[config.mk]
export PLATFORM = sky130hd
export DESIGN_NAME = release_sequencer
export DESIGN_NICKNAME = d
export VERILOG_FILES = /design/src/hdl/taylor_types_pkg.sv /design/src/hdl/multicore_cfg_pkg.sv /design/src/hdl/release_sequencer.sv
export SDC_FILE = /design/constraint.sdc
export NUM_CORES = 1
export LEC_CHECK = 0
export BUFFER_PORTS_ARGS = -buffer_cell sky130_fd_sc_hd__buf_2
export CAP_MARGIN = 15
export CORE_AREA = 2 2 39 41
export CTS_CLUSTER_DIAMETER = 40
export DETAILED_ROUTE_END_ITERATION = 8
export DIE_AREA = 0 0 41 43
export MAX_ROUTING_LAYER = met4
export PLACE_DENSITY = 0.64
export SYNTH_ARGS = -nofsm -noshare
export SYNTH_HDL_FRONTEND = slang
export SYNTH_SLANG_ARGS = --single-unit
[constraint.sdc]
create_clock -name clk -period 1.7 [get_ports clk]
set_input_delay 0.17 -clock clk [delete_from_list [all_inputs] [get_ports clk]]
set_output_delay 0.17 -clock clk [all_outputs]
set_load 0.05 [all_outputs]
[src/hdl/taylor_types_pkg.sv]
package taylor_types_pkg;

	localparam int SAMPLE_W = 19;
	localparam int COEF_W = 28;
	localparam int RESULT_W = 28;
	localparam int TAG_W = 8;
	localparam int CORE_ID_W = 2;

	// Q2.16 input sample
	typedef logic signed [SAMPLE_W-1:0] sample_t;

	// Q11.16 coefficient
	typedef logic signed [COEF_W-1:0] coef_t;

	// Polynomial value, wraps at this width
	typedef logic signed [RESULT_W-1:0] result_t;

	typedef logic [TAG_W-1:0] tag_t;          // Sequence number, given at acceptance
	typedef logic [CORE_ID_W-1:0] core_id_t;  // Core index

	// Full product of accumulator and sample, before rescaling
	typedef logic signed [RESULT_W+SAMPLE_W-1:0] prod_t;

	// Work item handed from the dispatcher to a core
	typedef struct packed {
		tag_t tag;
		sample_t x;
	} job_t;

	// Finished result of one core
	typedef struct packed {
		core_id_t core_id;
		tag_t tag;
		result_t value;
	} result_msg_t;

	typedef enum logic [1:0] {
		core_idle,
		core_compute,
		core_done
	} core_state_e;

endpackage

[src/hdl/multicore_cfg_pkg.sv]
package multicore_cfg_pkg;

	import taylor_types_pkg::*;

	localparam int NUM_CORES = 4;
	localparam int RELEASE_GAP = 17;  // Cycles between successive core enables
	localparam int FRAC_BITS = 16;
	localparam int ORDER = 3;         // Polynomial degree

	localparam int GAP_W = $clog2(RELEASE_GAP);
	localparam int REL_W = $clog2(NUM_CORES + 1);
	localparam int STEP_W = $clog2(ORDER + 1);

	// Row per core, c0 first
	localparam coef_t COEFS [NUM_CORES][ORDER+1] = '{
		'{28'sh001_0000, 28'sh001_0000, 28'sh000_8000, 28'sh000_2aab},   // exp(x)
		'{28'sh000_0000, 28'sh001_0000, 28'sh000_0000, -28'sh000_2aab},  // sin(x)
		'{28'sh001_0000, 28'sh000_0000, -28'sh000_8000, 28'sh000_0000},  // cos(x)
		'{28'sh000_0000, 28'sh001_0000, -28'sh000_8000, 28'sh000_5555}   // ln(1+x)
	};

endpackage

[src/hdl/release_sequencer.sv]
`timescale 1ns/1ps

module release_sequencer (
	input logic clk,
	input logic rst,
	output logic [multicore_cfg_pkg::NUM_CORES-1:0] enable
);

	import multicore_cfg_pkg::*;

	logic [GAP_W-1:0] gap_cnt;   // Cycles since the last release
	logic [REL_W-1:0] released;  // Number of cores enabled so far
	logic all_released;

	assign all_released = (released == REL_W'(NUM_CORES));

	always_ff @(posedge clk) begin
		if (rst) begin
			gap_cnt <= '0;
			released <= '0;
		end else if (!all_released) begin
			if (gap_cnt == GAP_W'(RELEASE_GAP - 1)) begin
				gap_cnt <= '0;
				released <= released + 1'b1;  // Next core comes out of hold
			end else begin
				gap_cnt <= gap_cnt + 1'b1;
			end
		end
	end

	// Thermometer decode, core i runs once more than i cores are released
	always_comb begin
		for (int i = 0; i < NUM_CORES; i++) begin
			enable[i] = (int'(released) > i);
		end
	end

endmodule

==> flow_summary.rst, run 1 <==
.. list-table::
   :header-rows: 1

   * - Metric
     - Value
   * - Run status
     - complete, no violations
   * - Max H-tree Level
     - 1
   * - Diode count
     - 0
   * - Final Max Slew Viols
     - 0
   * - Grt ovf
     - 0
   * - Buffers added on ports
     - 5
   * - Share of final-layout standard cells stronger than drive strength 1
     - 23.8%
   * - # Post-CTS Setup Buffers
     - 0
   * - Largest buffer count on any clock path
     - 2
   * - Number of distinct library cells after synthesis
     - 21
   * - Critical path launch point type
     - flip-flop
   * - Final weighted congestion in routability-driven placement
     - 0.751
   * - Number of global-route vias before repair
     - 339
   * - FP Rows
     - 14
   * - Final number of setup-violating endpoints
     - 0
   * - Setup_tns
     - 0 ns
   * - Worst Reg2Reg Path Length in Cells
     - 5
   * - Register clock-pin slew on the reported worst setup and hold paths
     - 0.06 ns
   * - Average via count per standard cell
     - 4.94
   * - Die Span X
     - 41 um
   * - Average size of a mapped cell
     - 8.76 sq um
   * - CTS buffer count
     - 3
   * - Sink count of the clock tree
     - 8
   * - Net count after synthesis
     - 62
   * - Total Routed Length
     - 813 um
   * - Post-route fraction of the period consumed by the critical path
     - 93.1%
   * - WS Path Type
     - flip-flop to output pin
   * - First-pass GRT wire length
     - 1.41 mm
   * - Top-level port count
     - 6
   * - Number of violations of the max-capacitance limit
     - 0
   * - Post-route antenna net violation count
     - 0
   * - Post-synthesis sequential area ratio
     - 33.9%
   * - Crit-path cells
     - buf_4 > ha_1 > ha_1 > nor2_1 > buf_2
   * - Reg2Reg Capture Point
     - gap_cnt[3]$_SDFFE_PP0P_
   * - Final min period
     - 1.58 ns
   * - Number of iterations in the first detailed-routing pass
     - 1
   * - Post-synthesis cell type with the largest combined area
     - sky130_fd_sc_hd__dfxtp_1
   * - Unrepaired setup endpoints after global routing
     - false
   * - Violation count after the first detailed-route iteration
     - 0
   * - Transition time of the tightest slew-check pin
     - 0.291 ns
   * - Via count
     - 390
   * - Number of antenna violations at the first check in global routing
     - 0
   * - Hold WS
     - 0.217 ns
   * - Most frequent cell on the critical path
     - sky130_fd_sc_hd__ha_1
   * - Data arrival time at the worst-slack endpoint
     - 1.41 ns
   * - Worst clock skew
     - 0.00681 ns
   * - Core ar.
     - 1380 sq um
   * - Start point of the worst hold path
     - rst
   * - VDD IR-drop max
     - 0.000302 V
   * - Source-to-sink clock delay at the later pin of the worst-skew pair
     - 0.26 ns
   * - Highest net fanout along the worst path
     - 3
   * - Hold violation count in the final report
     - 0
   * - Worst path slowest cell
     - sky130_fd_sc_hd__dfxtp_1
   * - TritonCTS clock tree
     - built
   * - Area taken by multi-input logic gates
     - 290 sq um
   * - Synthesized flop and latch total
     - 8
   * - Number of cells in the finished layout apart from fillers
     - 79
   * - Power Dens Cells
     - 680 nW/um^2
   * - Placed Cells incl. Taps
     - 76
   * - Required time of the critical path
     - 1.53 ns
   * - Effective utilization at floorplan
     - 34.2%
   * - HPWL reported at the end of detailed placement
     - 643 um
   * - Sequential cell area in the final layout
     - 160 sq um
   * - Worst Setup End Kind
     - output pin
   * - Instance count of the mapped netlist
     - 54
   * - Filler cells
     - 146
   * - Fin nets
     - 73
   * - Area share of the leading cell type in the synthesized netlist
     - 33.9%
   * - Post-synthesis instance area
     - 473 sq um
   * - Startpoint of the lowest-slack register-to-register path
     - released[1]$_SDFFE_PP0P_
   * - Final core occ
     - 39.9%
   * - Sink of the worst hold path
     - gap_cnt[1]$_SDFFE_PP0P_
   * - Relative slew slack
     - 80.6%
   * - Cts-stage hold buffer count
     - 0
   * - Slowest stage delay, CP
     - 0.30 ns
   * - Total power
     - 375 uW
   * - Maximum number of pins on one net before global-route repair
     - 12
   * - Maximum clock frequency
     - 632 MHz
   * - Final routed DRC violation total
     - 0
   * - Global-route total usage across every layer
     - 12.7%
   * - Clock root cell
     - sky130_fd_sc_hd__clkbuf_4
   * - Die outline area
     - 1760 sq um
   * - Number of warning messages in the yosys log
     - 0
   * - Static leakage power
     - 0.244 nW
   * - Final routed wire length divided by cell count
     - 10.3 um
   * - Synth-to-Final Area Change
     - 16.7%
   * - Dominant cells by area after synthesis
     - sky130_fd_sc_hd__dfxtp_1, sky130_fd_sc_hd__ha_1, sky130_fd_sc_hd__mux2_2
   * - Count of cells resized by post-cts repair
     - 0
   * - Die height
     - 43 um
   * - Cell count of the worst hold path
     - 2
   * - Min-Delay Path Class
     - input pin to flip-flop
   * - Register-to-register path setup slack
     - 0.16 ns
[placed cells by master, fill, tap and decap left out]
cell / instances
sky130_fd_sc_hd__dfxtp_1: 8
sky130_fd_sc_hd__ha_1: 6
sky130_fd_sc_hd__inv_1: 5
sky130_fd_sc_hd__nor2_1: 5
sky130_fd_sc_hd__buf_2: 5
sky130_fd_sc_hd__nand2_1: 4
sky130_fd_sc_hd__a21oi_1: 3
sky130_fd_sc_hd__nand3_1: 3
sky130_fd_sc_hd__clkbuf_4: 3
sky130_fd_sc_hd__xnor2_1: 2
sky130_fd_sc_hd__nor3_1: 2
sky130_fd_sc_hd__mux2i_1: 2
sky130_fd_sc_hd__mux2_2: 2
sky130_fd_sc_hd__nand2b_1: 2
sky130_fd_sc_hd__buf_4: 2
sky130_fd_sc_hd__o21ai_1: 1
sky130_fd_sc_hd__and2_4: 1
sky130_fd_sc_hd__nand4bb_1: 1
sky130_fd_sc_hd__nor2_2: 1
sky130_fd_sc_hd__a21boi_1: 1
sky130_fd_sc_hd__nor4_1: 1
sky130_fd_sc_hd__o21ai_0: 1
sky130_fd_sc_hd__or3_1: 1
sky130_fd_sc_hd__a211oi_2: 1
[through the flow]
stage | instance area (sq um) | setup slack, ns
floorplan | 473 | 0.140
global placement | 529 | 0.200
detailed placement | 529 | 0.163
CTS | 552 | 0.106
global route | 552 | 0.0466
finish | 552 | 0.118
[where the power goes]
part | switching, mW | total (mW) | internal (mW)
clock | 0.0679 | 0.149 | 0.0810
combinational | 0.0136 | 0.0260 | 0.0124
sequential | 0.00642 | 0.200 | 0.194
[flip-flops by register name, indices dropped and copies added, names as in the netlist]
| signal | flops |
|---|---|
| released | 3 |
| gap_cnt | 5 |
[worst max-delay path, delay by kind of cell (launching register included)]
family                   cells  cell delay, ns
buffers and inverters        2            0.40
flip-flops                   1            0.30
AND/OR/NAND/NOR              1            0.09
adder cells (fa/ha/maj)      2            0.36
[worst max path at each step]
stage	end	slack (ns)	cells after the start	start
floorplan	released[0]$_SDFFE_PP0P_	0.14	5	released[1]$_SDFFE_PP0P_
global placement	released[2]$_SDFFE_PP0P_	0.20	5	released[1]$_SDFFE_PP0P_
detailed placement	gap_cnt[3]$_SDFFE_PP0P_	0.16	5	released[1]$_SDFFE_PP0P_
CTS	enable[3]	0.11	5	released[0]$_SDFFE_PP0P_
global route	enable[3]	0.05	5	released[0]$_SDFFE_PP0P_
finish	enable[3]	0.12	5	released[0]$_SDFFE_PP0P_
[Yosys cell counts]
cell	instances
sky130_fd_sc_hd__nor4_1	1
sky130_fd_sc_hd__nand2b_1	2
sky130_fd_sc_hd__nand4bb_1	1
sky130_fd_sc_hd__dfxtp_1	8
sky130_fd_sc_hd__nor3_1	2
sky130_fd_sc_hd__a21oi_1	3
sky130_fd_sc_hd__nor2_1	5
sky130_fd_sc_hd__nor2_2	1
sky130_fd_sc_hd__o21ai_0	2
sky130_fd_sc_hd__and2_4	1
sky130_fd_sc_hd__mux2i_1	2
sky130_fd_sc_hd__inv_1	5
sky130_fd_sc_hd__a21boi_1	1
sky130_fd_sc_hd__nand2_1	4
sky130_fd_sc_hd__or3_1	1
sky130_fd_sc_hd__a211oi_2	1
sky130_fd_sc_hd__nand3_1	3
sky130_fd_sc_hd__ha_1	6
sky130_fd_sc_hd__mux2_2	2
sky130_fd_sc_hd__clkbuf_1	1
sky130_fd_sc_hd__xnor2_1	2
[kinds of logic (layout without fill, tap and decap cells)]
group                    after synthesis  count (layout)  synth area share [%]
buffers and inverters                  6              15                  4.76
adder cells (fa/ha/maj)                6               6                  15.9
flip-flops                             8               8                  33.9
AO/OA/AOI/OAI                          7               7                  9.52
XOR/XNOR                               2               2                  3.70
AND/OR/NAND/NOR                       21              21                  23.3
multiplexers                           4               4                  8.99
[final cells by class]
| type | instances | area share, % |
|---|---|---|
| inverter | 5 | 3.40 |
| timing repair buffer | 7 | 7.26 |
| clock buffer | 3 | 4.08 |
| tap | 16 | 3.63 |
| multi-input combinational | 40 | 52.6 |
| sequential | 8 | 29.0 |
[metal layers]
metal / vias up / global-route usage (%) / routed length (um)
met3: 4 / 3.14 / 31
met4: 0 / 10.0 / 23
met2: 7 / 18.1 / 403
met5: - / - / 0
li1: 202 / - / -
met1: 177 / 14.3 / 353
Note: power is estimated with default switching activity, not from simulation.
==> inputs of run 2 (changes only) <==
- CELL_PAD_IN_SITES_DETAIL_PLACEMENT: default -> 0
- CELL_PAD_IN_SITES_GLOBAL_PLACEMENT: default -> 1
- PLACE_DENSITY: 0.64 -> 0.78
==> run 2 against run 1 <==
Compared with the run above:
- worst hold slack improved by 0.0078 ns
- first-iteration DRC count unchanged
- final cell count stayed put
- clock power barely moved
- flip-flop and latch count stayed put
- sequential power is essentially flat
- register-to-register slack hardly changed
- critical path depth did not move
- clock skew fell by 0.0030 ns
- combinational power is 6% lower
- critical endpoint is now enable[0]
- highest routed layer unchanged
==> flow_summary.rst, run 2 (synthesized netlist as in run 1, its figures left out) <==
.. list-table::
   :header-rows: 1

   * - Metric
     - Value
   * - Share of final-layout standard cells stronger than drive strength 1
     - 23.8%
   * - Required time of the critical path
     - 1.53 ns
   * - Setup_tns
     - 0 ns
   * - Final routed DRC violation total
     - 0
   * - Number of antenna violations at the first check in global routing
     - 0
   * - Effective utilization at floorplan
     - 34.2%
   * - Die outline area
     - 1760 sq um
   * - Cts-stage hold buffer count
     - 0
   * - Max H-tree Level
     - 1
   * - Register clock-pin slew on the reported worst setup and hold paths
     - 0.06 ns
   * - Source-to-sink clock delay at the later pin of the worst-skew pair
     - 0.25 ns
   * - Fin nets
     - 73
   * - Largest buffer count on any clock path
     - 2
   * - Worst Setup Slack post-DPL
     - 0.155 ns
   * - Highest net fanout along the worst path
     - 5
   * - Number of global-route vias before repair
     - 348
   * - Average via count per standard cell
     - 4.80
   * - FP Rows
     - 14
   * - HPWL reported at the end of detailed placement
     - 620 um
   * - Sink count of the clock tree
     - 8
   * - WS Path Type
     - flip-flop to output pin
   * - Diode count
     - 0
   * - Top-level port count
     - 6
   * - Hold violation count in the final report
     - 0
   * - Buffers added on ports
     - 5
   * - Worst clock skew
     - 0.00378 ns
   * - CTS buffer count
     - 3
   * - First-pass GRT wire length
     - 1.37 mm
   * - Via count
     - 379
   * - Slowest stage delay, CP
     - 0.39 ns
   * - Unrepaired setup endpoints after global routing
     - false
   * - Transition time of the tightest slew-check pin
     - 0.251 ns
   * - Worst path slowest cell
     - sky130_fd_sc_hd__dfxtp_1
   * - Worst Setup End Kind
     - output pin
   * - Relative slew slack
     - 83.3%
   * - Final setup margin
     - 0.129 ns
   * - Total Routed Length
     - 799 um
   * - Post-route fraction of the period consumed by the critical path
     - 92.4%
   * - Violation count after the first detailed-route iteration
     - 0
   * - Maximum clock frequency
     - 637 MHz
   * - Final min period
     - 1.57 ns
   * - Most frequent cells in the layout
     - sky130_fd_sc_hd__dfxtp_1, sky130_fd_sc_hd__ha_1, sky130_fd_sc_hd__inv_1, sky130_fd_sc_hd__nor2_1
   * - Final weighted congestion in routability-driven placement
     - 0.674
   * - Grt ovf
     - 0
   * - Critical path launch point type
     - flip-flop
   * - Static leakage power
     - 0.242 nW
   * - Final number of setup-violating endpoints
     - 0
   * - Die Span X
     - 41 um
   * - Crit-path cells
     - inv_1 > ha_1 > buf_4 > nand2_1 > buf_2
   * - Final Max Slew Viols
     - 0
   * - Most common cell after layout, fill and taps aside
     - sky130_fd_sc_hd__dfxtp_1
   * - Global-route total usage across every layer
     - 12.3%
   * - Die height
     - 43 um
   * - Min-Delay Path Class
     - input pin to flip-flop
   * - Total power
     - 372 uW
   * - Top reg by flops
     - gap_cnt
   * - Number of iterations in the first detailed-routing pass
     - 1
   * - Core ar.
     - 1380 sq um
   * - TritonCTS clock tree
     - built
   * - Number of violations of the max-capacitance limit
     - 0
   * - Data arrival time at the worst-slack endpoint
     - 1.40 ns
   * - Final routed wire length divided by cell count
     - 10.1 um
   * - Registers with the most flip-flops
     - gap_cnt x5, released x3
   * - Clock root cell
     - sky130_fd_sc_hd__clkbuf_4
   * - Power Dens Cells
     - 672 nW/um^2
   * - Synth-to-Final Area Change
     - 17.2%
   * - VDD IR-drop max
     - 0.000347 V
   * - Number of flip-flops in the largest register
     - 5
   * - Post-route antenna net violation count
     - 0
   * - Run status
     - complete, no violations
   * - Maximum number of pins on one net before global-route repair
     - 12
## run 2: cell types whose count changed in the layout (fill, tap and decap cells not counted), sizes merged
cell | before | now
clkbuf | 3 | 4
buf | 7 | 6
## run 2: worst max-delay path: cells and delay by family (launching register included)
family	cells	cell delay, ns
fa+ha+maj	1	0.20
flops	1	0.39
buf+inv	3	0.50
simple gates	1	0.05
## run 2: layout make-up
class,instances,area [sq um]
sequential,8,160
fill,147,830
tap,16,20.0
timing repair buffer,7,42.5
multi-input combinational,40,290
inverter,5,18.8
clock buffer,3,22.5
## run 2: through the flow
step | instance area (sq um) | utilization [%] | hold slack, ns | cells
6_report | 554 | 40.1 | 0.225 | 79
2_1_floorplan | 473 | - | 0.354 | 54
5_1_grt | 554 | 40.1 | 0.223 | 79
3_3_place_gp | 529 | 38.2 | 0.491 | 76
3_5_place_dp | 529 | 38.2 | 0.491 | 76
4_1_cts | 552 | 39.9 | 0.223 | 79
## run 2: report_power, final
part           internal [mW]  switching, mW
clock network         0.0810         0.0671
logic                 0.0120         0.0124
registers              0.194        0.00605
## run 2: final timing paths
| kind | start | end | slack (ns) | cells after the start |
|---|---|---|---|---|
| worst max-delay path | released[1]$_SDFFE_PP0P_ | enable[0] | 0.13 | 5 |
| worst min-delay path | rst | gap_cnt[3]$_SDFFE_PP0P_ | 0.22 | 2 |
| worst max register to register | released[1]$_SDFFE_PP0P_ | released[2]$_SDFFE_PP0P_ | 0.16 | 5 |
| worst min register to register | gap_cnt[1]$_SDFFE_PP0P_ | gap_cnt[1]$_SDFFE_PP0P_ | 0.50 | 2 |
## run 2: per-layer routing
| layer | track usage (%) | up-vias | part of all wire, % |
|---|---|---|---|
| met2 | 17.2 | 5 | 46 |
| met4 | 10.0 | 0 | 3.3 |
| met5 | - | - | 0 |
| li1 | - | 200 | - |
| met1 | 13.1 | 170 | 49 |
| met3 | 4.71 | 4 | 1.5 |
## run 2: repair_timing
item	CTS	global route
resized for setup	0	1
buffers inserted	0	0
setup endpoints to repair	0	1
==> inputs of run 3 (changes only) <==
--- a/config.mk
+++ b/config.mk
@@ -7,5 +7,5 @@
 export LEC_CHECK = 0
 export BUFFER_PORTS_ARGS = -buffer_cell sky130_fd_sc_hd__buf_2
-export CAP_MARGIN = 15
+export CAP_MARGIN = 5
 export CELL_PAD_IN_SITES_DETAIL_PLACEMENT = 0
 export CELL_PAD_IN_SITES_GLOBAL_PLACEMENT = 1
==> constraint.sdc (replaced) <==
create_clock -name clk -period 1.7 [get_ports clk]
set_input_delay 0.255 -clock clk [delete_from_list [all_inputs] [get_ports clk]]
set_output_delay 0.255 -clock clk [all_outputs]
set_load 0.05 [all_outputs]
==> run 3 against run 2 <==
Compared with the run above:
- routed wire length grew 1.1%
- count of clock-buffer cells in the layout is the same
- clock power is essentially flat
- flip-flop and latch count is the same
- register-to-register slack gained 0.02 ns
- critical path type unchanged
- largest cell class unchanged
- largest power group unchanged
- highest routed layer unchanged
==> flow_summary.rst, run 3 (synthesized netlist as in run 1, its figures left out) <==
.. list-table::
   :header-rows: 1

   * - Metric
     - Value
   * - Run status
     - complete, no violations
   * - VDD IR-drop max
     - 0.000346 V
   * - Diode count
     - 0
   * - TritonCTS clock tree
     - built
   * - Worst clock skew
     - 0.00368 ns
   * - Setup_tns
     - 0 ns
   * - First-pass GRT wire length
     - 1.37 mm
   * - Top-level port count
     - 6
   * - Number of antenna violations at the first check in global routing
     - 0
   * - Power Dens Cells
     - 666 nW/um^2
   * - Maximum clock frequency
     - 624 MHz
   * - CTS buffer count
     - 3
   * - Top reg by flops
     - gap_cnt
   * - Register-to-register path setup slack
     - 0.18 ns
   * - Final weighted congestion in routability-driven placement
     - 0.674
   * - Clock root cell
     - sky130_fd_sc_hd__clkbuf_4
   * - Max H-tree Level
     - 1
   * - WS Path Type
     - flip-flop to output pin
   * - Total Routed Length
     - 808 um
   * - Buffers added on ports
     - 5
   * - Required time of the critical path
     - 1.44 ns
   * - Static leakage power
     - 0.242 nW
   * - Die height
     - 43 um
   * - Post-route fraction of the period consumed by the critical path
     - 94.3%
   * - Dpl cell area
     - 529 sq um
   * - Cts-stage hold buffer count
     - 0
   * - Worst Setup End Kind
     - output pin
   * - Post-Layout Inst Area
     - 559 sq um
   * - Hold violation count in the final report
     - 0
   * - Transition time of the tightest slew-check pin
     - 0.252 ns
   * - Highest net fanout along the worst path
     - 4
   * - Core ar.
     - 1380 sq um
   * - Maximum number of pins on one net before global-route repair
     - 12
   * - Final Max Slew Viols
     - 0
   * - Synth-to-Final Area Change
     - 18.3%
   * - Critical path launch point type
     - flip-flop
   * - Fin nets
     - 73
   * - HPWL reported at the end of detailed placement
     - 620 um
   * - Average via count per standard cell
     - 4.77
   * - Number of iterations in the first detailed-routing pass
     - 1
   * - Effective utilization at floorplan
     - 34.2%
   * - Die Span X
     - 41 um
   * - Register clock-pin slew on the reported worst setup and hold paths
     - 0.06 ns
   * - Startpoint of the lowest-slack register-to-register path
     - released[0]$_SDFFE_PP0P_
   * - Final number of setup-violating endpoints
     - 0
   * - Worst Reg2Reg Path Length in Cells
     - 5
   * - Relative slew slack
     - 83.2%
   * - Largest buffer count on any clock path
     - 2
   * - Setup crit end
     - enable[0]
   * - Share of final-layout standard cells stronger than drive strength 1
     - 27.0%
   * - Global-route total usage across every layer
     - 12.3%
   * - Final routed DRC violation total
     - 0
   * - Via count
     - 377
   * - Post-route antenna net violation count
     - 0
   * - Min-Delay Path Class
     - input pin to flip-flop
   * - Die outline area
     - 1760 sq um
   * - Most frequent cells in the layout
     - sky130_fd_sc_hd__ha_1, sky130_fd_sc_hd__dfxtp_1, sky130_fd_sc_hd__inv_1, sky130_fd_sc_hd__nor2_1, sky130_fd_sc_hd__clkbuf_4
   * - Data arrival time at the worst-slack endpoint
     - 1.35 ns
   * - Number of global-route vias before repair
     - 348
   * - Worst setup path startpoint
     - released[0]$_SDFFE_PP0P_
   * - FP Rows
     - 14
   * - Filler cells
     - 146
   * - Final routed wire length divided by cell count
     - 10.2 um
   * - Final min period
     - 1.60 ns
   * - Source-to-sink clock delay at the later pin of the worst-skew pair
     - 0.25 ns
   * - Registers with the most flip-flops
     - gap_cnt x5, released x3
   * - Number of violations of the max-capacitance limit
     - 0
   * - Grt ovf
     - 0
   * - Violation count after the first detailed-route iteration
     - 0
   * - Sink count of the clock tree
     - 8
   * - Number of flip-flops in the largest register
     - 5
   * - Reg2Reg Capture Point
     - released[2]$_SDFFE_PP0P_
   * - Unrepaired setup endpoints after global routing
     - false
run 3: cell type report:
cell class / count / area [sq um] / area share, %
sequential: 8 / 163 / 29.1
clock buffer: 3 / 22.5 / 4.03
tap: 16 / 20.0 / 3.58
multi-input combinational: 40 / 290 / 51.9
inverter: 5 / 18.8 / 3.36
timing repair buffer: 7 / 45.0 / 8.05
run 3: worst min-delay path by stage:
stage | from | to | slack [ns] | cells past startpoint
detailed placement | gap_cnt[1]$_SDFFE_PP0P_ | gap_cnt[1]$_SDFFE_PP0P_ | 0.49 | 2
finish | rst | gap_cnt[3]$_SDFFE_PP0P_ | 0.31 | 2
global route | rst | gap_cnt[3]$_SDFFE_PP0P_ | 0.31 | 2
CTS | rst | gap_cnt[3]$_SDFFE_PP0P_ | 0.31 | 2
global placement | gap_cnt[1]$_SDFFE_PP0P_ | gap_cnt[1]$_SDFFE_PP0P_ | 0.50 | 2
floorplan | rst | released[1]$_SDFFE_PP0P_ | 0.44 | 2
run 3: per-stage QoR:
step | power (mW) | util (%) | setup WS (ns) | hold slack (ns) | std cells
4_1_cts | 0.378 | 39.9 | 0.0305 | 0.308 | 79
5_1_grt | 0.391 | 40.4 | 0.0127 | 0.308 | 79
6_report | 0.372 | 40.4 | 0.0974 | 0.313 | 79
2_1_floorplan | 0.224 | - | 0.111 | 0.439 | 54
3_5_place_dp | 0.229 | 38.2 | 0.155 | 0.491 | 76
3_3_place_gp | 0.230 | 38.2 | 0.170 | 0.496 | 76
run 3: routing by layer:
metal	track usage, %	part of all wire (%)	vias to the layer above
met5	-	0	-
met4	10.0	3.2	0
met3	4.71	1.5	4
met2	17.2	46	5
met1	13.1	49	168
li1	-	-	200
run 3: power by group:
group / leakage (nW) / internal, mW / switching (mW)
Sequential: 0.0661 / 0.194 / 0.00605
Clock: 0.0138 / 0.0810 / 0.0671
Combinational: 0.162 / 0.0120 / 0.0125
run 3: what timing repair did:
action / 4_1_cts / 5_1_grt
setup buffers: 0 / 0
gates resized for setup: 0 / 4
setup endpoints to repair: 0 / 2
run 3: critical path: stages, from the launching register on:
cell,delay (ns)
sky130_fd_sc_hd__dfxtp_1,0.37
sky130_fd_sc_hd__inv_1,0.09
sky130_fd_sc_hd__ha_1,0.21
sky130_fd_sc_hd__buf_4,0.15
sky130_fd_sc_hd__nand2_1,0.06
sky130_fd_sc_hd__clkbuf_4,0.22
